<file path="src/source/snd_pkg.sv">
`default_nettype none

package snd_pkg;

    // sound cpu bus
    typedef logic [15:0] addr_t;
    typedef logic [7:0]  data_t;

    // sample rom side
    typedef logic [17:0]        adpcm_addr_t;
    typedef logic signed [7:0]  pcm_t;

    // audio paths
    typedef logic signed [15:0] voice_t;   // one tone chip
    typedef logic signed [15:0] sample_t;  // mixed stream

    // tone chip registers, addr[1:0]
    localparam logic [1:0] TONE_PERIOD = 2'd0;
    localparam logic [1:0] TONE_AMP    = 2'd1;
    localparam logic [1:0] TONE_TIMER  = 2'd2;
    localparam logic [1:0] TONE_CTRL   = 2'd3;

    // stop marker in sample rom
    localparam data_t PCM_END = 8'h80;

endpackage

`default_nettype wire

</file>
<file path="src/source/snd_bus_if.sv">
`timescale 1ns/1ns
`default_nettype none

interface snd_bus_if;
    import snd_pkg::*;

    addr_t addr;
    logic  rnw;     // high for reads
    data_t wdata;
    logic  cen;     // write qualifier, cpu clock enable

    // the decoder drives the bus
    modport host (output addr, rnw, wdata, cen);

    // tone chips and pcm player only listen
    modport dev (input addr, rnw, wdata, cen);

endinterface

`default_nettype wire

</file>
<file path="src/source/snd_decoder.sv">
`timescale 1ns/1ns
`default_nettype none

module snd_decoder #(
    parameter int BANKS = 0
)(
    input  logic           clk,
    input  logic           rst,
    input  logic           cen_opn,
    input  snd_pkg::addr_t cpu_addr,
    input  logic           cpu_rnw,
    input  snd_pkg::data_t cpu_dout,
    input  logic           snreq,
    input  snd_pkg::data_t latch,
    input  snd_pkg::data_t rom_data,
    input  logic           rom_ok,
    input  snd_pkg::data_t ram_q,
    input  snd_pkg::data_t opn_q,
    input  snd_pkg::data_t opl_q,
    input  snd_pkg::data_t pcm_q,
    snd_bus_if.host        bus,
    output snd_pkg::data_t cpu_din,
    output logic           rdy,
    output logic           nmin,
    output logic           rom_cs,
    output logic           snd_bank,
    output logic           ram_we,
    output logic           opn_cs,
    output logic           opl_cs,
    output logic           pcm_cs
);
    import snd_pkg::*;

    logic  ram_cs, nmi_clr, bank_cs;
    logic  dev_cs;      // registered, a device was selected
    logic  snreq_l;
    data_t dev_mux;

    assign bus.addr  = cpu_addr;
    assign bus.rnw   = cpu_rnw;
    assign bus.wdata = cpu_dout;
    assign bus.cen   = cen_opn;

    assign ram_we  = ram_cs & ~cpu_rnw;
    assign rdy     = ~rom_cs | rom_ok;     // hold the cpu during rom fetch
    assign bank_cs = (BANKS != 0) && cpu_addr[15] && !cpu_rnw;

    always_comb begin
        ram_cs  = 1'b0;
        opn_cs  = 1'b0;
        opl_cs  = 1'b0;
        pcm_cs  = 1'b0;
        nmi_clr = 1'b0;
        rom_cs  = |cpu_addr[15:14];
        if (cpu_addr[15:14] == 2'd0) begin
            case (cpu_addr[13:11])
                3'd0:    ram_cs  = 1'b1;
                3'd1:    opn_cs  = 1'b1;
                3'd2:    opl_cs  = 1'b1;
                3'd6:    nmi_clr = cpu_rnw;  // latch read acks the nmi
                3'd7:    pcm_cs  = 1'b1;
                default: ;
            endcase
        end
    end

    always_ff @(posedge clk) begin
        dev_mux <= opn_cs ? opn_q : opl_cs ? opl_q : pcm_q;
        if (rst) dev_cs <= 1'b0;
        else     dev_cs <= opn_cs | opl_cs | pcm_cs;
    end

    assign cpu_din = rom_cs  ? rom_data :
                     ram_cs  ? ram_q    :
                     nmi_clr ? latch    :
                     dev_cs  ? dev_mux  : 8'hff;

    // command latch interrupt, only the rising edge of snreq counts
    always_ff @(posedge clk) begin
        if (rst) begin
            nmin     <= 1'b1;
            snreq_l  <= 1'b0;
            snd_bank <= 1'b0;
        end else begin
            snreq_l <= snreq;
            if (nmi_clr)               nmin <= 1'b1;
            else if (snreq && !snreq_l) nmin <= 1'b0;
            if (bank_cs) snd_bank <= cpu_dout[0];
        end
    end

endmodule

`default_nettype wire

</file>
<file path="src/flat_wrapper.sv">
// flat-port wrapper written by rule: the top's interface ports become plain ports
module snd_decoder_flat import snd_pkg::*;
#(
    parameter int BANKS = 0
)
  (clk, rst, cen_opn, cpu_addr, cpu_rnw, cpu_dout, snreq, latch, rom_data, rom_ok, ram_q, opn_q, opl_q, pcm_q, cpu_din, rdy, nmin, rom_cs, snd_bank, ram_we, opn_cs, opl_cs, pcm_cs, bus_addr, bus_rnw, bus_wdata, bus_cen);
  snd_bus_if bus_i ();
  input  logic clk;
  input  logic rst;
  input  logic cen_opn;
  input  snd_pkg::addr_t cpu_addr;
  input  logic cpu_rnw;
  input  snd_pkg::data_t cpu_dout;
  input  logic snreq;
  input  snd_pkg::data_t latch;
  input  snd_pkg::data_t rom_data;
  input  logic rom_ok;
  input  snd_pkg::data_t ram_q;
  input  snd_pkg::data_t opn_q;
  input  snd_pkg::data_t opl_q;
  input  snd_pkg::data_t pcm_q;
  output snd_pkg::data_t cpu_din;
  output logic rdy;
  output logic nmin;
  output logic rom_cs;
  output logic snd_bank;
  output logic ram_we;
  output logic opn_cs;
  output logic opl_cs;
  output logic pcm_cs;
  output wire logic [$bits(bus_i.addr)-1:0] bus_addr;
  output wire logic [$bits(bus_i.rnw)-1:0] bus_rnw;
  output wire logic [$bits(bus_i.wdata)-1:0] bus_wdata;
  output wire logic [$bits(bus_i.cen)-1:0] bus_cen;
  assign bus_addr = bus_i.addr;
  assign bus_rnw = bus_i.rnw;
  assign bus_wdata = bus_i.wdata;
  assign bus_cen = bus_i.cen;
  snd_decoder #(.BANKS(BANKS)) u_core (.clk(clk), .rst(rst), .cen_opn(cen_opn), .cpu_addr(cpu_addr), .cpu_rnw(cpu_rnw), .cpu_dout(cpu_dout), .snreq(snreq), .latch(latch), .rom_data(rom_data), .rom_ok(rom_ok), .ram_q(ram_q), .opn_q(opn_q), .opl_q(opl_q), .pcm_q(pcm_q), .bus(bus_i), .cpu_din(cpu_din), .rdy(rdy), .nmin(nmin), .rom_cs(rom_cs), .snd_bank(snd_bank), .ram_we(ram_we), .opn_cs(opn_cs), .opl_cs(opl_cs), .pcm_cs(pcm_cs));
endmodule
</file>
<file path="config.mk">
export PLATFORM = sky130hd
export DESIGN_NAME = snd_decoder_flat
export DESIGN_NICKNAME = d
export VERILOG_FILES = /design/src/source/snd_pkg.sv /design/src/source/snd_bus_if.sv /design/src/source/snd_decoder.sv /design/src/flat_wrapper.sv
export SDC_FILE = /design/constraint.sdc
export NUM_CORES = 1
export LEC_CHECK = 0
export BUFFER_PORTS_ARGS = -buffer_cell sky130_fd_sc_hd__buf_2
export CORE_MARGIN = 2
export CORE_UTILIZATION = 25
export DETAILED_ROUTE_END_ITERATION = 10
export PLACE_DENSITY = 0.66
export SYNTH_ARGS = -nofsm -noshare
export SYNTH_HDL_FRONTEND = slang
export SYNTH_SLANG_ARGS = --single-unit
</file>
<file path="constraint.sdc">
create_clock -name clk -period 2.4 [get_ports clk]
set_input_delay 0.48 -clock clk [delete_from_list [all_inputs] [get_ports clk]]
set_output_delay 0.48 -clock clk [all_outputs]
set_load 0.02 [all_outputs]
</file>
==> results of run 1 <==
-- final timing paths --
kind                       endpoint  slack (ns)  cells after the start            from
setup / recovery         cpu_din[5]       -0.22                      7    cpu_addr[11]
hold / removal    u_core.dev_mux[7]        0.44                      3        opn_q[7]
setup reg to reg        u_core.nmin        1.67                      3  u_core.snreq_l
hold reg to reg         u_core.nmin        0.47                      2     u_core.nmin
-- stage by stage --
step           instances  utilization  setup WS, ns
6_report             250        0.383        -0.225
5_1_grt              250        0.383        -0.273
4_1_cts              248        0.379        -0.211
3_5_place_dp         244        0.352        -0.253
3_3_place_gp         244        0.352        -0.228
2_1_floorplan        138            -        -0.122
-- layout make-up --
class / count / area [sq um] / share of cell area
Inverter: 10 / 37.5 / 0.0245
Tap cell: 50 / 62.6 / 0.0408
Multi-Input combinational cell: 83 / 609 / 0.397
Sequential cell: 11 / 220 / 0.144
Timing Repair Buffer: 92 / 559 / 0.365
Clock buffer: 4 / 45.0 / 0.0294
-- placed cells by master, fill, tap and decap left out --
| cell type | synthesis | routed |
|---|---|---|
| sky130_fd_sc_hd__a2111oi_0 | 1 | 1 |
| sky130_fd_sc_hd__a21oi_1 | 9 | 9 |
| sky130_fd_sc_hd__a21oi_4 | 0 | 8 |
| sky130_fd_sc_hd__a311o_1 | 8 | 8 |
| sky130_fd_sc_hd__buf_2 | 1 | 69 |
| sky130_fd_sc_hd__buf_4 | 27 | 12 |
| sky130_fd_sc_hd__buf_6 | 2 | 11 |
| sky130_fd_sc_hd__clkbuf_1 | 4 | 1 |
| sky130_fd_sc_hd__clkbuf_8 | 0 | 3 |
| sky130_fd_sc_hd__conb_1 | 1 | 1 |
| sky130_fd_sc_hd__dfxtp_1 | 11 | 11 |
| sky130_fd_sc_hd__inv_1 | 10 | 10 |
| sky130_fd_sc_hd__mux2i_1 | 8 | 8 |
| sky130_fd_sc_hd__nand2_1 | 11 | 11 |
| sky130_fd_sc_hd__nand2b_1 | 2 | 2 |
| sky130_fd_sc_hd__nor2_1 | 9 | 9 |
| sky130_fd_sc_hd__nor2_2 | 1 | 1 |
| sky130_fd_sc_hd__nor2_4 | 1 | 1 |
| sky130_fd_sc_hd__nor2b_1 | 2 | 2 |
| sky130_fd_sc_hd__nor3_1 | 9 | 9 |
| sky130_fd_sc_hd__nor4_2 | 1 | 1 |
| sky130_fd_sc_hd__nor4b_2 | 0 | 1 |
| sky130_fd_sc_hd__o21ai_0 | 8 | 8 |
| sky130_fd_sc_hd__or2_4 | 0 | 1 |
| sky130_fd_sc_hd__or4b_4 | 0 | 1 |
| sky130_fd_sc_hd__xor2_1 | 1 | 1 |
-- flip-flops by register name (all words and copies together), names as in the netlist --
name and cells:
u_core.dev_cs 1, u_core.nmin 1, u_core.dev_mux 8, u_core.snreq_l 1
-- cells in the mapped netlist, types with 2 or more instances --
master	count	area, sq um
sky130_fd_sc_hd__nor2b_1	2	12.5
sky130_fd_sc_hd__o21ai_0	8	40.0
sky130_fd_sc_hd__nor3_1	9	45.0
sky130_fd_sc_hd__inv_1	10	37.5
sky130_fd_sc_hd__dfxtp_1	11	220
sky130_fd_sc_hd__buf_4	27	203
sky130_fd_sc_hd__clkbuf_1	4	15.0
sky130_fd_sc_hd__mux2i_1	8	80.1
sky130_fd_sc_hd__a21oi_2	8	70.1
sky130_fd_sc_hd__a21oi_1	9	45.0
sky130_fd_sc_hd__buf_6	2	22.5
sky130_fd_sc_hd__nor2_1	9	33.8
sky130_fd_sc_hd__a311o_1	8	80.1
sky130_fd_sc_hd__nand2b_1	2	12.5
sky130_fd_sc_hd__nand2_1	11	41.3
-- kinds of logic (layout without fill, tap and decap cells) --
logic type             after synthesis  in the layout  share of synthesized area
AO/OA/AOI/OAI                       34             34                      0.235
AND/OR/NAND/NOR                     39             39                      0.193
multiplexers                         8              8                     0.0770
other                                1              1                    0.00361
buffers and inverters               44            106                      0.272
XOR/XNOR                             1              1                    0.00843
flip-flops                          11             11                      0.212
-- worst reg2reg max path, stage by stage (launching register included) --
cell                       delay [ns]
sky130_fd_sc_hd__dfxtp_1         0.29
sky130_fd_sc_hd__nand2b_1        0.13
sky130_fd_sc_hd__a21oi_1         0.14
sky130_fd_sc_hd__nand2_1         0.06
-- per-layer routing --
layer  up-vias  share of wire  global-route usage
li1        570              -                   -
met1       466           0.42               0.162
met2        49           0.50               0.233
met3         2          0.080              0.0260
met4         0         0.0036              0.0375
met5         -              0                   0
-- power by group through the flow --
| stage | clock (uW) | combinational [uW] | sequential [uW] |
|---|---|---|---|
| 6_report | 178 | 199 | 201 |
| 3_5_place_dp | 0 | 184 | 205 |
| 5_1_grt | 196 | 219 | 202 |
| 2_1_floorplan | 0 | 152 | 203 |
| 4_1_cts | 185 | 200 | 201 |
| 3_3_place_gp | 0 | 182 | 205 |
-- timing repair --
action | CTS | global route
pin swaps | 0 | 4
buffers inserted | 0 | 1
cloned | 0 | 1
resized for setup | 19 | 3
endpoints found under the setup margin | 8 | 8
==> flow_summary.ini, run 1 <==
[status]
run_status = complete, but fails checks
violations = setup timing

[pwr]
clkPwrFrac = 0.308
proportion_of_power_drawn_by_combinational_gates = 0.345
seqPwrFrac = 0.347
finalPower_uw = 578
internal_power_uw = 411
netSwitchingPower_uw = 167
total_leakage_power_uw = 0.000719
pwr_density_cell_nw_per_um2 = 377
power.share.switching = 0.289
maximum_vdd_ir_drop_mv = 0.211

[global_route]
globalRoute.totalOverflow = 0
grt_use_total = 0.132
first_global_vias = 1072
antenna_found_initial = 0
grt_start_max_net_pins = 18
grt_pass1_wl_mm = 4.69

[cells_and_area]
nets = 279
fraction_of_final_layout_cells_with_drive_strength_greater_than_1 = 0.545
area_growth_syn_to_layout_pct = 47.5
antenna-diode-count = 0
fillerInstances = 419
finish.instance_area_sq_um = 1530

[clocking]
worstSkewPairLatency_ns = 0.23
clk_path_buf_depth = 2
cts.root.buffer_cell = sky130_fd_sc_hd__clkbuf_8
cts_max_level = 1
clock_tree_from_tritoncts = done
holdBufCountCts = 0
cts.reportedPaths.clkPinSlew_ns = 0.05
clock_sink_count = 11
total_cts_buffers = 3

[timing]
fin_hold_ws_ns = 0.442
final-setup-viol-count = 8
timing.final.hold_violations = 0
final_critical_path_setup_slack_ns = -0.225
final.setup.tns_ns = -1.61
timing_max_transition_violations_final = 0
highest_clock_rate_ghz = 0.381
layout_min_cycle_time_ns = 2.62
timing.final.crit_share = 1.09
skew_ns = 0.0000844
rsz0062_at_grt = yes

[critical_path]
data_arrival_critical_path_ns = 2.14
crit_buf_inv = 3
timing.critical_path.from_type = input port
crit_path_frequent_cell = sky130_fd_sc_hd__buf_6
critical_path_cell_by_cell = buf_6 > or4b_4 > or2_4 > buf_2 > a311o_1 > a21oi_4 > buf_6
worst-path-max-fanout = 4
setup.worst_path.class = input port to output pin
critPathSlowestCell = sky130_fd_sc_hd__or4b_4
critical_path.endpoint_type = output pin
worst_path_dominant_cell_family = simple AND/OR/NAND/NOR gates
max_stage_delay_ns = 0.53
cp.required_ns = 1.92

[yosys]
yosysUniqueCellTypes = 25
mean_syn_cell_area_sq_um = 7.53
yosys_most_used_dff = sky130_fd_sc_hd__dfxtp_1
synthesis.instances = 138
synthArstFlopShare = 0
synth_nets = 216
synth_sequential_area_ratio = 0.212
synth.cell_area_sq_um = 1040
count_of_warnings_emitted_by_yosys = 0
ys_ff_latch = 11
synth-edff-count = 0

[detailed_routing]
drtAntennaViolNets = 0
drc = 0
total_routed_wirelength_mm = 3.07
total_number_of_vias = 1087
post_drt_wl_per_cell_um = 12.3
drt_first_pass_iters = 4
via_per_inst = 4.35
drt-initial-drc-count = 28

[place]
portBuffers = 78
detailedPlacementHpwl_mm = 2.51
replace_congestion = 0.726
dpl-instance-area_sq_um = 1410

[floorplan]
rows = 23
core_sq_um = 4000
fp.dieW_um = 68.5
design.die.area_sq_um = 4690
die_y_um = 68.5
pin_count = 120
floorplan.initialDensity = 0.260

[min_path]
worst_min_path_class = input port to flop

[run]
maxCapViolations = 0
No activity file was read; power rests on OpenSTA's default activity.
==> inputs of run 2 (changes only) <==
- CORE_UTILIZATION: 25 -> 30
- PLACE_DENSITY: 0.66 -> 0.77
==> run 2 against run 1 <==
Compared with the run above: the run still ends with setup timing left; first-iteration DRC count up 96%; non-clock buffer count down 1; global-route usage up 2.1 points; hold slack worse by 0.042 ns; largest cell class unchanged; total power down 9.7%; highest routed layer unchanged; design area down 1.4%; count of clock-buffer cells in the layout unchanged; largest power group unchanged; via count up 3.8%; sequential power about the same.
==> flow_summary.ini, run 2 (synthesis gave the netlist of run 1 again) <==
[status]
run_status = complete, but fails checks
violations = setup timing

[floorplan]
fp.dieW_um = 62.9
design.die.area_sq_um = 3950
core_sq_um = 3340
die_y_um = 62.9
rows = 21
pin_count = 120
floorplan.initialDensity = 0.312

[cells_and_area]
finish.instance_area_sq_um = 1510
largest_register_ff_count = 8
fraction_of_final_layout_cells_with_drive_strength_greater_than_1 = 0.543
register_with_the_most_flip_flops = u_core.dev_mux
layout_common_cells = 68 x sky130_fd_sc_hd__buf_2, 11 x sky130_fd_sc_hd__nand2_1, 11 x sky130_fd_sc_hd__buf_6, 11 x sky130_fd_sc_hd__buf_4, 11 x sky130_fd_sc_hd__dfxtp_1
fillerInstances = 341
antenna-diode-count = 0
mostFrequentLayoutCell = sky130_fd_sc_hd__buf_2
nets = 278
area_growth_syn_to_layout_pct = 45.5

[pwr]
finalPower_uw = 521
maximum_vdd_ir_drop_mv = 0.105
pwr_density_cell_nw_per_um2 = 345
total_leakage_power_uw = 0.000712

[timing]
final-setup-viol-count = 8
final.setup.tns_ns = -1.49
skew_ns = 0.00000203
timing_max_transition_violations_final = 0
timing.final.crit_share = 1.09
rsz0062_at_grt = yes
timing.final.hold_violations = 0
highest_clock_rate_ghz = 0.382
layout_min_cycle_time_ns = 2.62
final_critical_path_setup_slack_ns = -0.219

[critical_path]
r2r-start = u_core.snreq_l
setup_slack_of_the_worst_register_to_register_path_ns = 1.67
cp.required_ns = 1.92
data_arrival_critical_path_ns = 2.14
critical_path.reg2reg.endpoint = u_core.nmin
timing.critical_path.from_type = input port
worst-path-max-fanout = 6
critical_path.endpoint_type = output pin
r2r_cells = 3
startpoint = cpu_addr[15]
setup.worst_path.class = input port to output pin

[clocking]
cts.reportedPaths.clkPinSlew_ns = 0.07
cts_max_level = 1
cts.root.buffer_cell = sky130_fd_sc_hd__clkbuf_4
clock_sink_count = 11
holdBufCountCts = 0
clock_tree_from_tritoncts = done
worstSkewPairLatency_ns = 0.26
total_cts_buffers = 3
clk_path_buf_depth = 2

[place]
dpl-instance-area_sq_um = 1400
dpl_worst_slack_ns = -0.262
detailedPlacementHpwl_mm = 2.30
portBuffers = 78
replace_congestion = 0.810

[detailed_routing]
total_routed_wirelength_mm = 3.00
drc = 0
drt-initial-drc-count = 55
post_drt_wl_per_cell_um = 12.2
via_per_inst = 4.60
total_number_of_vias = 1128
drt_first_pass_iters = 4
drtAntennaViolNets = 0

[global_route]
grt_pass1_wl_mm = 4.74
first_global_vias = 1102
globalRoute.totalOverflow = 0
grt_use_total = 0.153
antenna_found_initial = 0
grt_start_max_net_pins = 18

[min_path]
startpoint_of_the_most_critical_hold_path = rst
holdPathEnd = u_core.snreq_l
min_path_cells = 2
worst_min_path_class = input port to flop

[run]
maxCapViolations = 0
run 2: cell count changes in the layout (fill, tap and decap cells not counted), sizes merged:
cell and delta:
buf -1
run 2: report_power, final:
group | internal (uW) | total [uW] | switching [uW]
Sequential | 195 | 200 | 4.70
Clock | 64.2 | 121 | 57.1
Combinational | 99.0 | 200 | 101
Total | 358 | 521 | 163
run 2: how the worst max path moves through the flow:
stage	to	slack [ns]	cells after the start
finish	cpu_din[5]	-0.22	7
global route	cpu_din[7]	-0.25	7
CTS	cpu_din[1]	-0.23	7
detailed placement	cpu_din[1]	-0.26	7
global placement	cpu_din[0]	-0.24	7
floorplan	cpu_din[0]	-0.12	6
run 2: critical path: stages:
cell and delay, ns:
sky130_fd_sc_hd__buf_8 0.10, sky130_fd_sc_hd__or4b_4 0.52, sky130_fd_sc_hd__or2_4 0.25, sky130_fd_sc_hd__buf_6 0.13, sky130_fd_sc_hd__a311o_1 0.35, sky130_fd_sc_hd__a21oi_4 0.16, sky130_fd_sc_hd__buf_6 0.14
run 2: layer usage:
layer	routed length (um)	share of wire	GRT usage	vias to the layer above
li1	-	-	-	568
met1	1170	0.39	0.174	490
met2	1520	0.51	0.271	66
met3	272	0.091	0.0288	4
met4	31	0.010	0.0750	0
met5	0	0	0	-
run 2: repair_timing:
action                     in CTS  in global routing
resized for setup              21                  2
setup endpoints to repair       8                  8
buffers inserted                0                  1
pin swaps                       8                  9
run 2: metrics by stage:
stage / std cells / util / hold WS, ns
5_1_grt: 245 / 0.453 / 0.394
4_1_cts: 244 / 0.449 / 0.392
3_3_place_gp: 240 / 0.420 / 0.453
2_1_floorplan: 138 / - / 0.488
3_5_place_dp: 240 / 0.420 / 0.466
6_report: 245 / 0.453 / 0.400
run 2: cell type report:
cell class	count	area, sq um	area share
Inverter	10	37.5	0.0248
Tap cell	46	57.6	0.0380
Sequential cell	11	220	0.146
Clock buffer	4	26.3	0.0174
Timing Repair Buffer	91	562	0.371
Multi-Input combinational cell	83	609	0.403
